$ cat src/rtl/mbfu_consts.svh
`ifndef MBFU_CONSTS_SVH
`define MBFU_CONSTS_SVH

// ml-dsa prime, 2^23 - 2^13 + 1
`define MBFU_Q 23'd8380417
// one arithmetic share
`define MBFU_W 23

// stage counts of the arithmetic blocks
`define MBFU_ADDSUB_LAT 2
`define MBFU_MUL_LAT 4
// sub (2) + mult (4), same in both modes
`define MBFU_LAT 6

// config register map
`define MBFU_REG_CTRL 2'd0
`define MBFU_REG_SEED 2'd1
`define MBFU_REG_ZEROIZE 2'd2

// fallback when software writes a zero seed
`define MBFU_SEED_DEFAULT 32'h2545_F491

`endif

$ cat src/rtl/mask_rnd_gen.sv
`timescale 1ns/1ps
`include "mbfu_consts.svh"

module mask_rnd_gen (
    input  logic                    clk,
    input  logic                    reset_n,
    input  logic                    advance_i,
    input  logic                    load_i,
    input  logic [31:0]             seed_i,
    output logic [2:0][`MBFU_W-1:0] rnd_o
);

    localparam logic [31:0] SEED_D = `MBFU_SEED_DEFAULT;

    logic [31:0] st_q [3];
    logic [31:0] seed_nz;
    logic [31:0] seed_inv;

    function automatic logic [31:0] xorshift32(input logic [31:0] x);
        logic [31:0] y;
        y = x ^ (x << 13);
        y = y ^ (y >> 17);
        y = y ^ (y << 5);
        return y;
    endfunction

    // all-zero state would lock up the generator
    assign seed_nz  = (seed_i == '0) ? SEED_D : seed_i;
    assign seed_inv = (~seed_nz == '0) ? SEED_D : ~seed_nz;

    always_ff @(posedge clk or negedge reset_n) begin
        if (!reset_n) begin
            st_q[0] <= SEED_D;
            st_q[1] <= {SEED_D[15:0], SEED_D[31:16]};
            st_q[2] <= ~SEED_D;
        end else if (load_i) begin
            // three decorrelated starting points from one seed
            st_q[0] <= seed_nz;
            st_q[1] <= {seed_nz[15:0], seed_nz[31:16]};
            st_q[2] <= seed_inv;
        end else if (advance_i) begin
            for (int i = 0; i < 3; i++) begin
                st_q[i] <= xorshift32(st_q[i]);
            end
        end
    end

    // fold low bits into [0, q)
    always_comb begin
        for (int i = 0; i < 3; i++) begin
            rnd_o[i] = (st_q[i][`MBFU_W-1:0] >= `MBFU_Q) ?
                       st_q[i][`MBFU_W-1:0] - `MBFU_Q : st_q[i][`MBFU_W-1:0];
        end
    end

endmodule

$ cat config.mk
export PLATFORM = sky130hd
export DESIGN_NAME = mask_rnd_gen
export DESIGN_NICKNAME = d
export VERILOG_FILES = /design/src/rtl/mask_rnd_gen.sv
export VERILOG_INCLUDE_DIRS = /design/src /design/src/rtl
export SDC_FILE = /design/constraint.sdc
export NUM_CORES = 1
export LEC_CHECK = 0
export ABC_AREA = 1
export BUFFER_PORTS_ARGS = -buffer_cell sky130_fd_sc_hd__buf_2
export CAP_MARGIN = 20
export CORE_MARGIN = 8
export CORE_UTILIZATION = 40
export DETAILED_ROUTE_END_ITERATION = 10
export PLACE_DENSITY_LB_ADDON = 0.12
export RECOVER_POWER = 25
export SYNTH_ARGS = -nofsm -noshare
export SYNTH_HDL_FRONTEND = slang
export SYNTH_SLANG_ARGS = --single-unit
$ cat constraint.sdc
create_clock -name clk -period 4.6 [get_ports clk]
set_input_delay 0.46 -clock clk [delete_from_list [all_inputs] [get_ports clk]]
set_output_delay 0.46 -clock clk [all_outputs]
set_load 0.03 [all_outputs]
==> impl_metrics.env, run 1 <==
export IMPL_synth_nets=1222
export IMPL_regToRegStartpoint="st_q[51]"
export IMPL_n_fill_cell=2305
export IMPL_required_ps=4140
export IMPL_path_max_fanout=23
export IMPL_io_pins=105
export IMPL_grt_max_degree=74
export IMPL_grt_pass1_wl_um=47600
export IMPL_ys_seq_elements=96
export IMPL_die_y_um=164
export IMPL_rows=54
export IMPL_cts_resized_gates=0
export IMPL_rsz0062_at_grt="false"
export IMPL_cts_htree_levels=3
export IMPL_layout_common_cells="nand2_1 (239), nor2_1 (162), xor2_1 (103), buf_2 (103), inv_1 (92)"
export IMPL_cp_cell_sequence="inv_1 > nand2_2 > nor4_2 > nand3b_1 > nand3_2 > o21ai_0 > o21ai_2 > buf_2"
export IMPL_cts_hold_buffers=0
export IMPL_synthFlopType="dfrtp_1"
export IMPL_slew_violations=74
export IMPL_setup_viol=0
export IMPL_syn_avg_cell_area_um2=7.38
export IMPL_finalCritPeriodShare=0.659
export IMPL_critPathTopFamily="simple AND/OR/NAND/NOR gates"
export IMPL_wl_per_cell_um=20.3
export IMPL_endpoint_kind="primary output"
export IMPL_io_buffer_count=104
export IMPL_regToRegSetupSlack_ps=2740
export IMPL_clockBufferDepth=2
export IMPL_ys_async_sr_fraction=1.00
export IMPL_gr_total_overflow=0
export IMPL_cts_root_buf="clkbuf_16"
export IMPL_first_pass_iters=5
export IMPL_critPathBufInv=2
export IMPL_cts_tree="yes"
export IMPL_multi_input_area_mm2=0.00546
export IMPL_cpPeakStageDelay_ps=480
export IMPL_max_vdd_ir_drop_v=0.000389
export IMPL_maxCapViolations=1
export IMPL_clk_pin_slew_ps=70
export IMPL_final_common_cell="nand2_1"
export IMPL_violations="max-capacitance violations, max-slew violations"
export IMPL_critical_path_depth=8
export IMPL_num_nets_final=1285
export IMPL_ys_types=50
export IMPL_status="finished, violations left"
export IMPL_r2r_worst_path_cells=5
export IMPL_worstSetupStartpointType="flop"
export IMPL_regMostFlops="st_q"
export IMPL_cp_endpoint="rnd_o[27]"
export IMPL_crit_path_start="st_q[41]"
export IMPL_clock_skew_final_ps=11.0
export IMPL_antenna_found_initial=0
export IMPL_regArea_mm2=0.00246
export IMPL_max_slew_margin=-0.287
export IMPL_initial_core_util=0.403
export IMPL_path_class="reg -> out"
export IMPL_fmax_mhz=330
export IMPL_rr_endpoint="st_q[34]"
export IMPL_worst_slew_pin_slew_ps=1930
export IMPL_fin_setup_tns_ps=0
export IMPL_yosysWarnings=0
export IMPL_p_leak_nw=4.38
export IMPL_num_antenna_cells=0
export IMPL_netlist_area_mm2=0.00871
export IMPL_fp_dieW_um=164
export IMPL_syn_to_final_growth_pct=10.1
export IMPL_synth_edf_count=0
export IMPL_holdCritPathClass="in -> reg"
export IMPL_power_w=0.00869
export IMPL_drtIter0Drc=708
export IMPL_ant_nets=0
export IMPL_finalCriticalPeriod_ps=3030
export IMPL_powerDensity_mw_per_mm2=906
export IMPL_cts_buffers=9
export IMPL_synth_top_area_share=0.144
export IMPL_synth_top_cell_by_area="dfrtp_1"
export IMPL_crit_arrival_ps=2570
export IMPL_netlist_top_cells_area="dfrtp_1 (14%), dfstp_2 (14%), xor2_1 (10%), nand2_1 (10%), nor2_1 (7.0%)"
export IMPL_seq_area_frac_synth=0.283
export IMPL_dieArea_mm2=0.0267
export IMPL_fin_hold_ws_ps=383
export IMPL_finalInstanceArea_mm2=0.00959
export IMPL_drive_gt1_frac=0.248
export IMPL_hold_violations=0
export IMPL_clock_sinks=96
export IMPL_via_per_inst=5.32
export IMPL_vias=8128
export IMPL_top_regs="st_q x96"
export IMPL_fp_coreArea_mm2=0.0216
export IMPL_syn_inst=1180
export IMPL_grt_usage=0.234
export IMPL_grt_pass1_vias=7726
export IMPL_drcViolationCount=0
export IMPL_cts_setup_buffers=0
export IMPL_largest_register_ffs=96
export IMPL_placed_cell_area_mm2=0.00927
export IMPL_wl_um=31000
export IMPL_dp_hpwl_um=24200
export IMPL_gp_congestion=0.899
export IMPL_insertion_delay_ps=370
export IMPL_cp_slowest_cell="dfrtp_1"
-- power by group --
group / total [W] / switching (W) / internal [W]
Sequential: 0.00218 / 0.000782 / 0.00140
Clock: 0.000849 / 0.000369 / 0.000481
Combinational: 0.00566 / 0.00359 / 0.00207
-- area by class of cell --
type | count | area share
Multi-Input combinational cell | 913 | 0.569
Sequential cell | 96 | 0.257
Timing Repair Buffer | 109 | 0.0595
Inverter | 114 | 0.0446
Tap cell | 280 | 0.0365
Clock buffer | 10 | 0.0239
Clock inverter | 6 | 0.00953
-- worst register-to-register path: stages (launching register included) --
cell and delay [ps]:
dfrtp_1 470, xnor2_1 540, xor2_1 280, nor2_1 60
o21ai_0 280, o21ai_0 140
-- synthesized netlist by cell type (4+ instances only) --
library cell	number
nor2_2	7
o21ai_2	31
xor2_2	4
clkbuf_1	17
buf_6	14
o211ai_1	10
inv_2	20
nor2_1	163
o21ai_1	18
clkbuf_2	5
nor3_1	10
xor2_1	103
xnor2_2	12
dfrtp_1	50
a21oi_1	36
or2_2	17
nand4_1	24
nand2_2	14
inv_1	93
nand3_1	21
o21ai_0	60
nor4_1	6
o22ai_1	7
nor3_4	5
nand3_2	6
o221ai_1	9
xnor2_1	51
a31oi_1	8
buf_2	16
dfstp_2	46
nand2_1	239
ha_1	6
nor2_4	7
a22oi_1	22
-- logic make-up (layout without fill, tap and decap cells) --
logic type      Yosys count  in the layout  share of synthesized area
compound gates          207            207                      0.153
buf+inv                 171            239                     0.0911
fa+ha+maj                 6              6                    0.00862
flops                    96             96                      0.283
xor+xnor                170            170                      0.185
simple gates            530            530                      0.280
-- per-layer routing --
layer / routed length, µm / global-route usage / up-vias / share of wire
li1: - / - / 3932 / -
met1: 14900 / 0.342 / 3872 / 0.48
met2: 13500 / 0.353 / 293 / 0.44
met3: 2080 / 0.0353 / 31 / 0.067
met4: 535 / 0.0583 / 0 / 0.017
met5: 0 / 0 / - / 0
-- worst min-delay path by stage --
stage,end,startpoint,cells past startpoint
final,st_q[31],seed_i[31],3
after global routing,st_q[31],seed_i[31],3
after global placement,st_q[94],st_q[94],2
after detailed placement,st_q[29],st_q[29],2
after floorplan,st_q[0],reset_n,0
after CTS,st_q[84],reset_n,1
-- through the flow --
stage / instances / utilization / setup WS, ps
after CTS: 1528 / 0.444 / 1570
after global placement: 1512 / 0.429 / 1960
after detailed placement: 1512 / 0.429 / 1970
final: 1528 / 0.444 / 1570
after floorplan: 1180 / - / 2330
after global routing: 1528 / 0.444 / 1320
Power figures use the tool's default switching activity.
==> run 2: changes to the inputs <==
clock period = 3 ns   (was 4.6 ns; I/O delays follow)
==> run 2 against run 1 <==
The run still ends with max-capacitance violations, max-slew violations left. Via count grew 0.34%. Combinational power is 55% higher. Clock skew up 1.1 ps. Largest cell class unchanged.
==> impl_metrics.env, run 2 (synthesis results as in run 1) <==
export IMPL_status="finished, violations left"
export IMPL_violations="max-capacitance violations, max-slew violations"
export IMPL_grt_max_degree=68
export IMPL_clock_skew_final_ps=12.1
export IMPL_initial_core_util=0.403
export IMPL_holdCritPathClass="in -> reg"
export IMPL_gp_congestion=0.886
export IMPL_dp_hpwl_um=24500
export IMPL_clockBufferDepth=2
export IMPL_dieArea_mm2=0.0267
export IMPL_die_y_um=164
export IMPL_fin_setup_tns_ps=0
export IMPL_num_antenna_cells=0
export IMPL_antenna_found_initial=0
export IMPL_slew_violations=33
export IMPL_path_class="reg -> out"
export IMPL_required_ps=2700
export IMPL_num_nets_final=1296
export IMPL_rows=54
export IMPL_finalCritPeriodShare=0.935
export IMPL_top_regs="st_q x96"
export IMPL_p_leak_nw=4.45
export IMPL_hold_violations=0
export IMPL_regToRegStartpoint="st_q[51]"
export IMPL_crit_arrival_ps=2500
export IMPL_cts_tree="yes"
export IMPL_crit_path_start="st_q[1]"
export IMPL_endpoint_kind="primary output"
export IMPL_vias=8156
export IMPL_cts_root_buf="clkbuf_16"
export IMPL_min_from="seed_i[31]"
export IMPL_fmax_mhz=357
export IMPL_final_common_cell="nand2_1"
export IMPL_drtIter0Drc=790
export IMPL_finalCriticalPeriod_ps=2800
export IMPL_wl_um=31300
export IMPL_max_vdd_ir_drop_v=0.000552
export IMPL_rr_endpoint="st_q[34]"
export IMPL_cts_buffers=9
export IMPL_fin_hold_ws_ps=233
export IMPL_regMostFlops="st_q"
export IMPL_insertion_delay_ps=360
export IMPL_fp_dieW_um=164
export IMPL_fp_coreArea_mm2=0.0216
export IMPL_drive_gt1_frac=0.253
export IMPL_syn_to_final_growth_pct=11.4
export IMPL_max_slew_margin=-0.0338
export IMPL_first_pass_iters=5
export IMPL_via_per_inst=5.30
export IMPL_drcViolationCount=0
export IMPL_gr_total_overflow=0
export IMPL_r2r_worst_path_cells=5
export IMPL_largest_register_ffs=96
export IMPL_powerDensity_mw_per_mm2=1390
export IMPL_ant_nets=0
export IMPL_regToRegSetupSlack_ps=1100
export IMPL_clock_sinks=96
export IMPL_cts_setup_buffers=0
export IMPL_grt_pass1_wl_um=48300
export IMPL_layout_common_cells="nand2_1 (239), nor2_1 (162), xor2_1 (103), buf_2 (103), inv_1 (92)"
export IMPL_rsz0062_at_grt="false"
export IMPL_grt_usage=0.235
export IMPL_io_buffer_count=104
export IMPL_maxCapViolations=1
export IMPL_io_pins=105
export IMPL_worstSetupStartpointType="flop"
export IMPL_grt_pass1_vias=7959
export IMPL_cts_htree_levels=3
export IMPL_worst_slew_pin_slew_ps=1550
export IMPL_wl_per_cell_um=20.3
export IMPL_clk_pin_slew_ps=80
export IMPL_setup_viol=0
export IMPL_n_fill_cell=2271
export IMPL_cp_endpoint="rnd_o[48]"
export IMPL_path_max_fanout=23
[run 2: cell count changes in the layout (fill, tap and decap cells not counted)]
cell	change
buf_4	+10
bufinv_16	+1
clkinv_2	-1
clkinv_4	-1
clkinvlp_4	+1
dlymetal6s4s_1	+1
inv_6	-1
nand3_2	-1
nand3_4	+1
[run 2: per-stage QoR]
| step | std cells | power [W] | setup slack (ps) | utilization | area (µm²) |
|---|---|---|---|---|---|
| 2_1_floorplan | 1180 | 0.00980 | 894 | - | 8710 |
| 3_3_place_gp | 1523 | 0.0120 | 543 | 0.433 | 9370 |
| 3_5_place_dp | 1523 | 0.0120 | 520 | 0.433 | 9370 |
| 4_1_cts | 1538 | 0.0134 | 137 | 0.449 | 9700 |
| 5_1_grt | 1538 | 0.0145 | 15.6 | 0.449 | 9700 |
| 6_report | 1538 | 0.0135 | 195 | 0.449 | 9700 |
[run 2: worst max-delay path, stage by stage, from the launching register on]
cell     delay [ps]
dfstp_2         630
inv_1           110
ha_1            210
nand2_1          80
nor2_1           50
nand4_1         110
nand3_2         430
o21ai_1         290
buf_2           240
[run 2: what timing repair did]
item	in CTS	in global routing
hold buffers	0	0
gates resized for setup	0	1
setup endpoints to repair	0	2
[run 2: routing by layer]
metal	vias to the layer above	wire length, µm	track usage
li1	3965	-	-
met1	3835	14900	0.347
met2	319	13500	0.356
met3	37	2280	0.0297
met4	0	570	0.0566
met5	-	0	0
[run 2: where the power goes]
group	switching, W	internal (W)	leakage [nW]
Combinational	0.00559	0.00321	3.22
Clock	0.000555	0.000814	0.159
Sequential	0.00113	0.00215	1.07
[run 2: worst min-delay path by stage]
stage,depth (start not counted),to
final,3,st_q[31]
after CTS,1,st_q[84]
after global routing,3,st_q[31]
after floorplan,0,st_q[0]
after detailed placement,1,st_q[0]
after global placement,1,st_q[0]
[run 2: layout make-up]
cell class / count / area (µm²) / share of cell area
Clock inverter: 5 / 106 / 0.0110
Inverter: 114 / 428 / 0.0441
Tap cell: 280 / 350 / 0.0361
Multi-Input combinational cell: 913 / 5470 / 0.564
Sequential cell: 96 / 2460 / 0.254
Timing Repair Buffer: 120 / 658 / 0.0679
Clock buffer: 10 / 229 / 0.0236
==> run 3: changes to the inputs <==
BUFFER_PORTS_ARGS = -buffer_cell sky130_fd_sc_hd__buf_4   (was -buffer_cell sky130_fd_sc_hd__buf_2)
clock period = 3.5 ns   (was 3 ns; I/O delays follow)
==> run 3 against run 2 <==
Sequential share of layout area down 0.45 points. Design area up 1.8%. Combinational power down 13%. Sequential cell count unchanged. The flow still finishes with violations (max-capacitance violations, max-slew violations). Clock power down 18%. First-iteration DRC count down 3.9%. Core utilization up 0.82 points. Global-route usage down 0.31 points. Power down 13%. Via count down 0.69%. Largest power group unchanged. Largest cell class unchanged. Critical path type unchanged. Register-to-register slack better by 540 ps.
==> impl_metrics.env, run 3 (synthesis results as in run 1) <==
export IMPL_clk_pin_slew_ps=70
export IMPL_fin_setup_tns_ps=0
export IMPL_dp_hpwl_um=24100
export IMPL_initial_core_util=0.403
export IMPL_status="finished, violations left"
export IMPL_antenna_found_initial=0
export IMPL_cts_root_buf="clkbuf_16"
export IMPL_cts_tree="yes"
export IMPL_first_pass_iters=5
export IMPL_num_nets_final=1287
export IMPL_wl_per_cell_um=20.3
export IMPL_dieArea_mm2=0.0267
export IMPL_fp_coreArea_mm2=0.0216
export IMPL_finalCritPeriodShare=0.826
export IMPL_gr_total_overflow=0
export IMPL_rsz0062_at_grt="false"
export IMPL_path_class="reg -> out"
export IMPL_cp_slowest_cell="dfstp_2"
export IMPL_critPathTopFamily="simple AND/OR/NAND/NOR gates"
export IMPL_slew_violations=47
export IMPL_cts_resized_gates=0
export IMPL_regToRegStartpoint="st_q[50]"
export IMPL_multi_input_area_mm2=0.00546
export IMPL_max_vdd_ir_drop_v=0.000484
export IMPL_layout_common_cells="nand2_1 (239), nor2_1 (162), buf_4 (108)"
export IMPL_clockBufferDepth=2
export IMPL_place_ws_ps=979
export IMPL_violations="max-capacitance violations, max-slew violations"
export IMPL_crit_arrival_ps=2540
export IMPL_hold_violations=0
export IMPL_fin_hold_ws_ps=270
export IMPL_min_from="seed_i[31]"
export IMPL_endpoint_kind="primary output"
export IMPL_ant_nets=0
export IMPL_cp_cell_sequence="inv_1 > nor4_1 > nand3b_1 > nand3_2 > o21ai_0 > o21ai_2 > buf_4"
export IMPL_maxCapViolations=1
export IMPL_drtIter0Drc=759
export IMPL_clock_sinks=96
export IMPL_cts_setup_buffers=0
export IMPL_worst_slew_pin_slew_ps=2860
export IMPL_fp_dieW_um=164
export IMPL_io_pins=105
export IMPL_regArea_mm2=0.00246
export IMPL_via_per_inst=5.29
export IMPL_finalCriticalPeriod_ps=2890
export IMPL_rows=54
export IMPL_num_antenna_cells=0
export IMPL_path_max_fanout=23
export IMPL_final_common_cell="nand2_1"
export IMPL_largest_register_ffs=96
export IMPL_wl_um=31100
export IMPL_worstSetupStartpointType="flop"
export IMPL_cts_hold_buffers=0
export IMPL_die_y_um=164
export IMPL_grt_usage=0.232
export IMPL_powerDensity_mw_per_mm2=1180
export IMPL_cts_htree_levels=3
export IMPL_fin_ws_ps=608
export IMPL_max_slew_margin=-0.910
export IMPL_drive_gt1_frac=0.247
export IMPL_syn_to_final_growth_pct=13.4
export IMPL_vias=8100
export IMPL_crit_path_start="st_q[48]"
export IMPL_regMostFlops="st_q"
export IMPL_io_buffer_count=104
export IMPL_insertion_delay_ps=360
export IMPL_grt_max_degree=68
export IMPL_required_ps=3150
export IMPL_power_w=0.0117
export IMPL_fmax_mhz=346
export IMPL_top_regs="st_q x96"
export IMPL_cts_buffers=9
export IMPL_setup_viol=0
export IMPL_clock_skew_final_ps=8.70
export IMPL_n_fill_cell=2288
export IMPL_gp_congestion=0.931
export IMPL_critPathBufInv=2
export IMPL_cpPeakStageDelay_ps=560
export IMPL_p_leak_nw=4.48
export IMPL_holdCritPathClass="in -> reg"
export IMPL_grt_pass1_vias=7703
export IMPL_grt_pass1_wl_um=47200
export IMPL_drcViolationCount=0
## run 3: cell count changes in the layout (fill, tap and decap cells not counted), sizes merged
cell,previous run,this run
buf,118,110
bufinv,3,2
clkbuf,11,12
clkinv,1,2
clkinvlp,1,2
dlymetal6s4s,1,0
inv,114,113
## run 3: worst paths after layout
| check | cells after the start | to | slack, ps |
|---|---|---|---|
| hold reg to reg | 2 | st_q[23] | 510 |
| max in group asynchronous | 1 | st_q[37] | 940 |
| setup / recovery | 7 | rnd_o[27] | 610 |
| min in group asynchronous | 1 | st_q[85] | 910 |
| setup reg to reg | 6 | st_q[38] | 1640 |
| hold / removal | 3 | st_q[31] | 270 |
## run 3: per-layer routing
metal  up-vias  global-route usage  share of wire
met5         -                   0              0
met4         0              0.0781          0.026
met3        49              0.0398          0.066
met2       293               0.344           0.43
met1      3825               0.334           0.47
li1       3933                   -              -
## run 3: stage by stage
step           utilization  std cells  area [µm²]
3_5_place_dp         0.442       1514        9560
6_report             0.457       1530        9880
2_1_floorplan            -       1180        8710
5_1_grt              0.457       1530        9880
3_3_place_gp         0.442       1514        9560
4_1_cts              0.457       1530        9880
## run 3: tightest hold or removal path, stage by stage
cell     delay, ps
buf_4          100
or2_2          110
a21oi_1         60
## run 3: area by class of cell
cell class / count / share of cell area
sequential: 96 / 0.249
tap: 280 / 0.0355
timing repair buffer: 111 / 0.0865
clock inverter: 5 / 0.00811
inverter: 114 / 0.0433
multi-input combinational: 913 / 0.553
clock buffer: 11 / 0.0246
## run 3: where the power goes
group	internal, W	leakage (nW)	switching (W)
sequential	0.00184	1.07	0.00103
combinational	0.00295	3.25	0.00475
clock	0.000646	0.152	0.000471
total	0.00544	4.48	0.00625
