<file path="config.mk">
export PLATFORM = sky130hd
export DESIGN_NAME = bfu_ctrl_regs
export DESIGN_NICKNAME = d
export VERILOG_FILES = /design/src/rtl/mbfu_pkg.sv /design/src/rtl/bfu_ctrl_regs.sv
export VERILOG_INCLUDE_DIRS = /design/src /design/src/rtl
export SDC_FILE = /design/constraint.sdc
export NUM_CORES = 1
export LEC_CHECK = 0
export ABC_CLOCK_PERIOD_IN_PS = 2000
export BUFFER_PORTS_ARGS = -buffer_cell sky130_fd_sc_hd__buf_2
export CAP_MARGIN = 20
export CELL_PAD_IN_SITES_DETAIL_PLACEMENT = 1
export CELL_PAD_IN_SITES_GLOBAL_PLACEMENT = 2
export CORE_MARGIN = 4
export CORE_UTILIZATION = 27
export DETAILED_ROUTE_END_ITERATION = 10
export GPL_ROUTABILITY_DRIVEN = 1
export HOLD_SLACK_MARGIN = 0.03
export PLACE_DENSITY_LB_ADDON = 0.1
export SLEW_MARGIN = 5
export SYNTH_ARGS = -nofsm -noshare
export SYNTH_HDL_FRONTEND = slang
export SYNTH_SLANG_ARGS = --single-unit
</file>
<file path="constraint.sdc">
create_clock -name clk -period 2 [get_ports clk]
set_input_delay 0.1 -clock clk [delete_from_list [all_inputs] [get_ports clk]]
set_output_delay 0.1 -clock clk [all_outputs]
set_load 0.1 [all_outputs]
</file>
<file path="src/rtl/mbfu_consts.svh">
`ifndef MBFU_CONSTS_SVH
`define MBFU_CONSTS_SVH

// ml-dsa prime, 2^23 - 2^13 + 1
`define MBFU_Q 23'd8380417
// one arithmetic share
`define MBFU_W 23

// stage counts of the arithmetic blocks
`define MBFU_ADDSUB_LAT 2
`define MBFU_MUL_LAT 4
// sub (2) + mult (4), same in both modes
`define MBFU_LAT 6

// config register map
`define MBFU_REG_CTRL 2'd0
`define MBFU_REG_SEED 2'd1
`define MBFU_REG_ZEROIZE 2'd2

// fallback when software writes a zero seed
`define MBFU_SEED_DEFAULT 32'h2545_F491

`endif

</file>
<file path="src/rtl/mbfu_pkg.sv">
`include "mbfu_consts.svh"

package mbfu_pkg;

    // value = (s0 + s1) mod q
    typedef struct packed {
        logic [`MBFU_W-1:0] s0;
        logic [`MBFU_W-1:0] s1;
    } share_pair_t;

    typedef enum logic {
        gs  = 1'b0,
        pwm = 1'b1
    } bfu_mode_t;

    typedef struct packed {
        bfu_mode_t mode;
        logic      accumulate;
    } bfu_ctrl_t;

    // operands below q, one conditional correction
    function automatic logic [`MBFU_W-1:0] add_mod(input logic [`MBFU_W-1:0] a,
                                                   input logic [`MBFU_W-1:0] b);
        logic [`MBFU_W:0] s;
        s = a + b;
        if (s >= `MBFU_Q) begin
            s = s - `MBFU_Q;
        end
        return s[`MBFU_W-1:0];
    endfunction

    function automatic logic [`MBFU_W-1:0] sub_mod(input logic [`MBFU_W-1:0] a,
                                                   input logic [`MBFU_W-1:0] b);
        logic [`MBFU_W:0] d;
        // wrap by adding q back when a < b
        d = (a >= b) ? {1'b0, a} - b : {1'b0, a} + `MBFU_Q - b;
        return d[`MBFU_W-1:0];
    endfunction

endpackage

</file>
<file path="src/rtl/bfu_ctrl_regs.sv">
`timescale 1ns/1ps
`include "mbfu_consts.svh"

module bfu_ctrl_regs import mbfu_pkg::*; (
    input  logic        clk,
    input  logic        reset_n,
    input  logic        cfg_we_i,
    input  logic [1:0]  cfg_addr_i,
    input  logic [31:0] cfg_wdata_i,
    output logic [31:0] cfg_rdata_o,
    output bfu_ctrl_t   ctrl_o,
    output logic [31:0] seed_o,
    output logic        seed_load_o,
    output logic        zeroize_o
);

    bfu_ctrl_t   ctrl_q;
    logic [31:0] seed_q;
    logic        zeroize_q;
    logic        seed_load_q;
    logic        wr_ctrl;
    logic        wr_seed;
    logic        wr_zero;

    assign wr_ctrl = cfg_we_i && (cfg_addr_i == `MBFU_REG_CTRL);
    assign wr_seed = cfg_we_i && (cfg_addr_i == `MBFU_REG_SEED);
    assign wr_zero = cfg_we_i && (cfg_addr_i == `MBFU_REG_ZEROIZE) && cfg_wdata_i[0];

    always_ff @(posedge clk or negedge reset_n) begin
        if (!reset_n) begin
            ctrl_q      <= '{mode: gs, accumulate: 1'b0};
            seed_q      <= `MBFU_SEED_DEFAULT;
            zeroize_q   <= 1'b0;
            seed_load_q <= 1'b0;
        end else begin
            // pulses trail the write by one edge, seed is already in place
            zeroize_q   <= wr_zero;
            seed_load_q <= wr_seed || wr_zero;
            if (wr_zero) begin
                ctrl_q <= '{mode: gs, accumulate: 1'b0};
                seed_q <= `MBFU_SEED_DEFAULT;
            end else begin
                if (wr_ctrl) begin
                    // bit 0 mode, bit 1 accumulate
                    ctrl_q.mode       <= bfu_mode_t'(cfg_wdata_i[0]);
                    ctrl_q.accumulate <= cfg_wdata_i[1];
                end
                if (wr_seed) begin
                    seed_q <= cfg_wdata_i;
                end
            end
        end
    end

    always_comb begin
        case (cfg_addr_i)
            `MBFU_REG_CTRL: cfg_rdata_o = {30'd0, ctrl_q.accumulate, ctrl_q.mode};
            `MBFU_REG_SEED: cfg_rdata_o = seed_q;
            // zeroize reads as zero
            default:        cfg_rdata_o = '0;
        endcase
    end

    assign ctrl_o      = ctrl_q;
    assign seed_o      = seed_q;
    assign seed_load_o = seed_load_q;
    assign zeroize_o   = zeroize_q;

endmodule

</file>
==> impl_metrics.json, run 1 <==
{
  "status": "completed",
  "floorplan.initialDensity": 0.276,
  "place.port_buffers": 104,
  "crit_path_start_kind": "flip-flop",
  "max_slew.worst_pin.slew_ns": 0.870,
  "timing.setup.critical_path_class": "reg -> out",
  "detail_route.drc_violations": 0,
  "final-setup-viol-count": 0,
  "slew-limit-headroom": 0.420,
  "first_iter_violations": 39,
  "grt_most_used_layer": "met2",
  "placed_instance_area_um2": 3020,
  "routed_wire_length_per_instance_um": 16.6,
  "critical_path_arrival_ns": 1.48,
  "final_period_minus_worst_setup_slack_ns": 1.58,
  "rsz0062_at_grt": "false",
  "worstPathMaxFanout": 4,
  "cts_sinks": 36,
  "post_cts_hold_buffer_count": 1,
  "std_cell_rows": 31,
  "setup_tns_ns": 0,
  "core_area_um2": 7210,
  "vias": 1864,
  "cts_repair_resize_count": 0,
  "post_route_cells_drive_above_1_share": 0.523,
  "via_per_inst": 4.67,
  "hpwl_mm": 4.65,
  "timing_hold_violations_final": 0,
  "die_width_um": 93.9,
  "max_freq_mhz": 633,
  "fin_area_um2": 3150,
  "hold_path.class": "in -> reg",
  "power-per-cell-area_nw_per_um2": 967,
  "worst_ir_drop_vdd_v": 0.000285,
  "floorplan.io_pins": 105,
  "routabilityCongestion": 0.678,
  "grt_pass1_vias": 2019,
  "synthesized_netlist_cell_count": 198,
  "cp_slowest_cell": "sky130_fd_sc_hd__dfstp_2",
  "clock_tree.root_cell": "sky130_fd_sc_hd__clkbuf_8",
  "worst_path_largest_cell_delay_ns": 0.57,
  "global_route.overflow_total": 0,
  "final_max_slew_viol_count": 0,
  "crit_chain": "mux2i_1 > nor2_4 > buf_2",
  "syn_nets": 235,
  "cp-end-kind": "output port",
  "antenna_cells": 0,
  "timing.clock.skew_ns": 0,
  "grt_max_degree": 39,
  "postRouteWirelength_mm": 6.63,
  "critical_path_required_ns": 1.90,
  "maximum_level_of_the_cts_h_tree": 2,
  "ys_warns": 0,
  "ys_ff_latch": 36,
  "grt_use_met1": 0.204,
  "synth_seq_area_share": 0.461,
  "synthDistinctLibCells": 27,
  "grt_pass1_wl_mm": 10.8,
  "floorplan.die_area_um2": 8820,
  "fin_nets": 336,
  "syn-mean-instance-area_um2": 10.1,
  "finalCritPeriodShare": 0.789,
  "max-clock-path-buffers": 2,
  "timing.max_cap.violations": 0,
  "static-leakage-power_uw": 0.00152,
  "worstSkewPairLatency_ns": 0.29,
  "flow.area_growth_from_synthesis_pct": 58.2,
  "grt_util_met3": 0.0417,
  "cts_setup_buffers": 0,
  "cts_tree": "yes",
  "firstDrtPassIters": 4,
  "count_of_antenna_violating_nets_left_after_detailed_routing": 0,
  "worst_setup_hold_path_clk_slew_ns": 0.07,
  "grt_util_all_layers": 0.156,
  "totalPowerFinal_uw": 3050,
  "die_h_um": 93.9,
  "initial_antenna_violation_count": 0,
  "grt_util_met2": 0.255,
  "netlist_area_um2": 1990,
  "cts_buffers": 5,
  "final.fill_count": 832
}
-- flip-flops by register name, indices dropped and copies added (netlist names) --
register,cells
seed_o,32
ctrl_o,2
zeroize_o,1
seed_load_o,1
-- cell usage after synthesis, drive strengths merged --
library cell,count,share of area
nor3b,1,0.0038
nand2,29,0.056
a22o,2,0.0088
nand2b,1,0.0031
and3b,2,0.0088
o221a,18,0.10
nand4b,1,0.0075
o21a,1,0.0038
a32oi,1,0.0044
mux2i,2,0.010
clkbuf,4,0.0075
nor2,2,0.0038
o21ai,18,0.053
dfrtp,22,0.28
inv,19,0.036
dfstp,14,0.18
nand3,1,0.0025
and2,32,0.10
a221o,13,0.065
buf,13,0.051
nor2b,1,0.0069
nand3b,1,0.0038
-- layout make-up --
cell class / count / area (um2) / area share
Timing Repair Buffer: 111 / 1030 / 0.327
Inverter: 19 / 71.3 / 0.0226
Clock buffer: 6 / 72.6 / 0.0230
Sequential cell: 36 / 918 / 0.291
Tap cell: 99 / 124 / 0.0393
Clock inverter: 2 / 35.0 / 0.0111
Multi-Input combinational cell: 126 / 901 / 0.286
-- cells in the final DEF, fill, tap and decap left out, drive strengths merged --
cell	count
nor2b	1
a32oi	1
mux2i	2
and3b	2
a22o	2
clkbuf	6
and2	32
o21a	1
o21ai	18
dfstp	14
clkinv	1
dlygate4sd3	3
inv	19
nand3	1
a221o	13
buf	108
nand4b	1
dfrtp	22
bufinv	1
nand2b	1
nor3b	1
nand3b	1
nor2	2
o221a	18
nand2	29
-- stage by stage --
step           setup slack [ns]  std cells   util  hold WS [ns]
3_3_place_gp              0.348        388  0.418         0.270
4_1_cts                   0.400        397  0.434        0.0311
3_5_place_dp              0.362        388  0.418         0.277
6_report                  0.421        399  0.437        0.0482
2_1_floorplan             0.103        198      -        -0.196
5_1_grt                   0.357        399  0.437        0.0347
-- routing by layer --
metal | vias up | routed length [um]
met4 | 0 | 65
met3 | 6 | 384
met1 | 908 | 3030
met5 | - | 0
li1 | 890 | -
met2 | 60 | 3150
-- final timing paths --
kind	to	from	slack, ns	cells past startpoint
min	seed_o[13]	cfg_wdata_i[13]	0.05	2
max reg2reg	seed_o[29]	seed_o[29]	1.12	3
max	cfg_rdata_o[0]	seed_o[0]	0.42	3
max in group asynchronous	zeroize_o	reset_n	0.98	2
min reg2reg	ctrl_o[1]	ctrl_o[1]	0.52	1
min in group asynchronous	seed_o[30]	reset_n	0.47	2
-- worst max-delay path: cells and delay by family, from the launching register on --
| family | cells | cell delay (ns) |
|---|---|---|
| buf+inv | 1 | 0.43 |
| simple gates | 1 | 0.08 |
| mux | 1 | 0.11 |
| flops | 1 | 0.57 |
-- cell families (layout without fill, tap and decap cells) --
family,after synthesis,after routing,synth area share
buffers and inverters,36,138,0.0948
and+or+nand+nor,71,71,0.198
AOI/OAI and AO/OA,53,53,0.237
DFF,36,36,0.461
muxes,2,2,0.0100
-- power by group --
group	total, uW	switching [uW]	internal (uW)	leakage (uW)
combinational	1480	1130	350	0.00103
clock	644	273	370	0.0000552
sequential	921	82.7	838	0.000432
total	3050	1490	1560	0.00152
Power figures use the tool's default switching activity.
==> inputs of run 2 (changes only) <==
--- a/config.mk
+++ b/config.mk
@@ -6,13 +6,13 @@
 export SDC_FILE = /design/constraint.sdc
 export NUM_CORES = 1
 export LEC_CHECK = 0
-export ABC_CLOCK_PERIOD_IN_PS = 2000
+export ABC_CLOCK_PERIOD_IN_PS = 1360
 export BUFFER_PORTS_ARGS = -buffer_cell sky130_fd_sc_hd__buf_2
 export CAP_MARGIN = 20
 export CELL_PAD_IN_SITES_DETAIL_PLACEMENT = 1
 export CELL_PAD_IN_SITES_GLOBAL_PLACEMENT = 2
 export CORE_MARGIN = 4
-export CORE_UTILIZATION = 27
+export CORE_UTILIZATION = 23
 export DETAILED_ROUTE_END_ITERATION = 10
 export GPL_ROUTABILITY_DRIVEN = 1
 export HOLD_SLACK_MARGIN = 0.03
==> constraint.sdc (replaced) <==
create_clock -name clk -period 1.36 [get_ports clk]
set_input_delay 0.068 -clock clk [delete_from_list [all_inputs] [get_ports clk]]
set_output_delay 0.068 -clock clk [all_outputs]
set_load 0.1 [all_outputs]
==> run 2 against run 1 <==
  * Non-clock buffer count increased by 23
  * Wire length grew 6.0%
  * Critical endpoint unchanged
  * First-iteration DRC count rose by 21%
  * Clock skew did not move
  * Critical path depth is the same
  * Combinational power up 63%
  * Global-route usage decreased by 1.4 points
  * Clock power rose by 17%
  * Count of clock-buffer cells in the layout up 1
  * Total power is 49% higher
==> impl_metrics.json, run 2 (synthesis results as in run 1) <==
{
  "timing.clock.skew_ns": 0,
  "count_of_antenna_violating_nets_left_after_detailed_routing": 0,
  "max-clock-path-buffers": 2,
  "core_area_um2": 8340,
  "grt_max_degree": 22,
  "final.fill_count": 913,
  "worstReg2RegEnd": "seed_o[0]",
  "flow.area_growth_from_synthesis_pct": 82.2,
  "layout.cells.most_common_list": "sky130_fd_sc_hd__buf_2, sky130_fd_sc_hd__buf_12, sky130_fd_sc_hd__nand2_1",
  "routed_wire_length_per_instance_um": 16.4,
  "std_cell_rows": 33,
  "final_max_slew_viol_count": 0,
  "maximum_level_of_the_cts_h_tree": 2,
  "first_iter_violations": 47,
  "die_width_um": 101,
  "hpwl_mm": 5.12,
  "worst-r2r-cell-count": 3,
  "post_route_cells_drive_above_1_share": 0.663,
  "number_of_flip_flops_in_the_largest_register": 32,
  "cts_tree": "yes",
  "antenna_cells": 0,
  "critical_path_arrival_ns": 1.29,
  "postRouteWirelength_mm": 7.02,
  "crit_path_start_kind": "flip-flop",
  "die_h_um": 101,
  "static-leakage-power_uw": 0.00170,
  "vias": 1957,
  "worstSkewPairLatency_ns": 0.29,
  "floorplan.io_pins": 105,
  "worst_setup_hold_path_clk_slew_ns": 0.08,
  "timing.setup.critical_path_class": "reg -> out",
  "reg2reg_slack_ns": 0.39,
  "final_common_cell": "sky130_fd_sc_hd__buf_2",
  "worstSetupStartpoint": "seed_o[0]",
  "place.port_buffers": 104,
  "cp-end-kind": "output port",
  "grt_pass1_vias": 2190,
  "hold_path.class": "in -> reg",
  "fin_nets": 359,
  "timing_hold_violations_final": 0,
  "worstReg2RegStart": "seed_o[0]",
  "routabilityCongestion": 0.639,
  "critical_path_required_ns": 1.29,
  "initial_antenna_violation_count": 0,
  "global_route.overflow_total": 0,
  "hold_ws_ns": 0.0477,
  "clock_tree.root_cell": "sky130_fd_sc_hd__clkbuf_8",
  "via_per_inst": 4.57,
  "floorplan.initialDensity": 0.239,
  "worstPathMaxFanout": 2,
  "finalCritPeriodShare": 0.999,
  "cts_sinks": 36,
  "max_freq_mhz": 736,
  "critical_path_end": "cfg_rdata_o[0]",
  "max_slew.worst_pin.slew_ns": 0.779,
  "timing.max_cap.violations": 0,
  "floorplan.die_area_um2": 10200,
  "rsz0062_at_grt": "true",
  "grt_util_all_layers": 0.142,
  "grt_pass1_wl_mm": 11.3,
  "finish.utilization": 0.435,
  "final_period_minus_worst_setup_slack_ns": 1.36,
  "setup_tns_ns": 0,
  "status": "completed",
  "detail_route.drc_violations": 0,
  "power-per-cell-area_nw_per_um2": 1250,
  "cts_buffers": 5,
  "slew-limit-headroom": 0.481,
  "worst_ir_drop_vdd_v": 0.000524,
  "final-setup-viol-count": 0,
  "firstDrtPassIters": 4
}
## run 2: report_power, final
part | internal [uW] | switching, uW | total, uW
sequential | 1250 | 145 | 1390
combinational | 719 | 1690 | 2410
clock | 360 | 393 | 753
total | 2330 | 2230 | 4550
## run 2: how the worst min path moves through the flow
| stage | from | end | depth (start not counted) |
|---|---|---|---|
| after detailed placement | reset_n | seed_o[25] | 1 |
| final | cfg_wdata_i[31] | seed_o[31] | 2 |
| after CTS | cfg_wdata_i[17] | seed_o[17] | 2 |
| after global routing | cfg_wdata_i[17] | seed_o[17] | 2 |
| after floorplan | reset_n | ctrl_o[0] | 0 |
| after global placement | reset_n | seed_o[25] | 1 |
## run 2: layout make-up
cell class	count	area, um2	area share
inverters	19	71.3	0.0196
clock inverters	1	5.00	0.00138
repair buffers	134	1430	0.395
multi-input cells	126	967	0.266
clock buffers	7	76.3	0.0210
flip-flops and latches	36	947	0.261
well taps	105	131	0.0362
## run 2: worst max-delay path: stages, from the launching register on
cell	delay [ns]
sky130_fd_sc_hd__dfstp_4	0.64
sky130_fd_sc_hd__mux2i_4	0.07
sky130_fd_sc_hd__nor2_4	0.11
sky130_fd_sc_hd__buf_12	0.18
## run 2: metrics by stage
step | cells | setup slack [ns] | instance area (um2) | total power [uW]
after floorplan | 198 | -0.133 | 2100 | 3100
after global placement | 400 | -0.0428 | 3340 | 3760
after detailed placement | 400 | -0.0275 | 3340 | 3780
after CTS | 427 | -0.0140 | 3610 | 4600
after global routing | 428 | -0.0406 | 3630 | 4760
final | 428 | 0.00199 | 3630 | 4550
## run 2: routing by layer
metal,part of all wire,vias up,global-route usage
met1,0.44,950,0.174
met3,0.057,6,0.0394
met4,0.011,0,0.0399
met2,0.49,66,0.242
li1,-,935,-
met5,0,-,0
## run 2: repair_timing
item / 4_1_cts / 5_1_grt
hold buffers: 18 / 1
endpoints found under the setup margin: 1 / 7
pin swaps: 1 / 0
endpoints found under the hold margin: 33 / 1
gates resized for setup: 0 / 6
setup buffers: 1 / 0
==> inputs of run 3 (changes only) <==
--- a/config.mk
+++ b/config.mk
@@ -16,7 +16,8 @@
 export DETAILED_ROUTE_END_ITERATION = 10
 export GPL_ROUTABILITY_DRIVEN = 1
 export HOLD_SLACK_MARGIN = 0.03
-export PLACE_DENSITY_LB_ADDON = 0.1
+export PLACE_DENSITY_LB_ADDON = 0.15
+export SETUP_SLACK_MARGIN = 0.1
 export SLEW_MARGIN = 5
 export SYNTH_ARGS = -nofsm -noshare
 export SYNTH_HDL_FRONTEND = slang
==> run 3 against run 2 <==
  * Core utilization rose by 4.4 points
  * Non-clock buffer count rose by 22
  * Register-to-register slack got worse by 0.20 ns
  * Sequential cell count did not move
  * Total power rose by 6.8%
  * Largest power group unchanged
==> impl_metrics.json, run 3 (synthesis results as in run 1) <==
{
  "totalPowerFinal_uw": 4870,
  "flow.area_growth_from_synthesis_pct": 101,
  "hold_path.class": "in -> reg",
  "timing.setup.critical_path_class": "reg -> out",
  "timing_hold_violations_final": 0,
  "final_common_cell": "sky130_fd_sc_hd__buf_2",
  "worst_path_largest_cell_delay_ns": 0.63,
  "final_period_minus_worst_setup_slack_ns": 1.34,
  "vias": 2076,
  "via_per_inst": 4.61,
  "rsz0062_at_grt": "true",
  "cp_slowest_cell": "sky130_fd_sc_hd__dfstp_4",
  "power-per-cell-area_nw_per_um2": 1220,
  "stdcell_count": 450,
  "global_route.overflow_total": 0,
  "met2WireLength_mm": 3.74,
  "wl_met1_mm": 3.01,
  "grt_max_degree": 20,
  "placed_instance_area_um2": 3510,
  "count_of_antenna_violating_nets_left_after_detailed_routing": 0,
  "comb_power_share": 0.553,
  "pre_cts_slack_ns": 0.0497,
  "share_clk_of_total_power": 0.156,
  "static-leakage-power_uw": 0.00187,
  "maximum_level_of_the_cts_h_tree": 2,
  "p_int_uw": 2570,
  "number_of_flip_flops_in_the_largest_register": 32,
  "crit_path_start_kind": "flip-flop",
  "critical_path_arrival_ns": 1.28,
  "first_iter_violations": 53,
  "ff_latch_area_um2": 996,
  "timing.clock.skew_ns": 0,
  "fin_area_um2": 4000,
  "maxUsedRoutingLayer": "met4",
  "post_route_cells_drive_above_1_share": 0.710,
  "initial_antenna_violation_count": 0,
  "sw_frac_of_total": 0.472,
  "floorplan.die_area_um2": 10200,
  "multi_input_area_um2": 1000,
  "final_critical_path_setup_slack_ns": 0.0155,
  "std_cell_rows": 33,
  "final.fill_count": 913,
  "grt_pass1_wl_mm": 12.0,
  "cts_tree": "yes",
  "die_h_um": 101,
  "die_width_um": 101,
  "core_area_um2": 8340,
  "routabilityCongestion": 0.681,
  "slew-limit-headroom": 0.500,
  "antenna_cells": 0,
  "firstDrtPassIters": 4,
  "worstPathBufferInverterCount": 1,
  "worst_ir_drop_vdd_v": 0.000469,
  "floorplan.initialDensity": 0.239,
  "max_freq_mhz": 744,
  "hpwl_mm": 5.28,
  "reg2reg_slack_ns": 0.19,
  "worstPathMaxFanout": 2,
  "grt_util_all_layers": 0.148,
  "cp-end-kind": "output port",
  "worstSkewPairLatency_ns": 0.29,
  "worst_setup_hold_path_clk_slew_ns": 0.08,
  "detail_route.drc_violations": 0,
  "floorplan.io_pins": 105,
  "layout.cells.most_common_list": "sky130_fd_sc_hd__buf_2, sky130_fd_sc_hd__buf_12, sky130_fd_sc_hd__and2_4",
  "power_switching_uw": 2300,
  "clock_tree.root_cell": "sky130_fd_sc_hd__clkbuf_8",
  "timing.max_cap.violations": 0,
  "max_slew.worst_pin.slew_ns": 0.751,
  "crit_family": "flip-flops",
  "power.sequential.fraction": 0.291,
  "finish.utilization": 0.479,
  "final_max_slew_viol_count": 0,
  "fin_nets": 381,
  "placedCellCount": 401,
  "status": "completed",
  "cts_buffers": 5,
  "place.port_buffers": 104,
  "route.met3.wl_um": 425,
  "max-clock-path-buffers": 2,
  "crit_chain": "mux2i_4 > nor2_4 > buf_12",
  "critical_path_required_ns": 1.29,
  "cts_sinks": 36,
  "finalCritPeriodShare": 0.989,
  "grt_pass1_vias": 2259,
  "postRouteWirelength_mm": 7.22,
  "routed_wire_length_per_instance_um": 16.0,
  "final-setup-viol-count": 0
}
==> run 3: cell count changes in the layout (fill, tap and decap cells not counted), moves of 6 or more <==
cell                            delta
sky130_fd_sc_hd__and2_2           -17
sky130_fd_sc_hd__and2_4           +17
sky130_fd_sc_hd__buf_4            +15
sky130_fd_sc_hd__buf_6            +13
sky130_fd_sc_hd__dfstp_2          -13
sky130_fd_sc_hd__dfstp_4          +13
sky130_fd_sc_hd__buf_12            +6
sky130_fd_sc_hd__dlygate4sd3_1     -6
==> run 3: cell type report <==
type,count,share of cell area
clock buffers,5,0.0172
clock inverters,3,0.00469
inverters,19,0.0178
multi-input cells,126,0.250
flip-flops and latches,36,0.249
well taps,105,0.0329
repair buffers,156,0.428
==> run 3: power by group through the flow <==
stage / registers, uW / clock network [uW] / logic [uW]
global placement: 1460 / 0 / 2430
global route: 1450 / 839 / 2800
floorplan: 2340 / 0 / 813
finish: 1410 / 761 / 2690
detailed placement: 1470 / 0 / 2450
CTS: 1400 / 787 / 2670
==> run 3: path summary, 6_finish.rpt <==
check,startpoint,endpoint,cells past startpoint
worst max-delay path,seed_o[0],cfg_rdata_o[0],3
worst min-delay path,cfg_wdata_i[12],seed_o[12],2
worst max register to register,seed_o[15],seed_o[15],5
worst min register to register,ctrl_o[1],ctrl_o[1],1
max in group asynchronous,reset_n,seed_o[14],3
min in group asynchronous,reset_n,seed_o[19],2
==> run 3: layer usage <==
layer,global-route usage,vias up
met4,0.0276,0
met3,0.0443,4
li1,-,984
met2,0.254,64
met5,0,-
met1,0.185,1024
==> run 3: what timing repair did <==
action                     4_1_cts  5_1_grt
hold endpoints to repair        25        1
gates resized for setup          1       15
setup buffers                   27        1
setup endpoints to repair       15       29
hold buffers                    12        1
pin swaps                        1        0
==> run 3: stage by stage <==
step / TNS (ns) / hold WS, ns
final: 0 / 0.0417
after global routing: -0.0396 / 0.0315
after CTS: 0 / 0.0323
after detailed placement: 0 / 0.0719
after global placement: 0 / 0.0649
after floorplan: -0.231 / -0.228
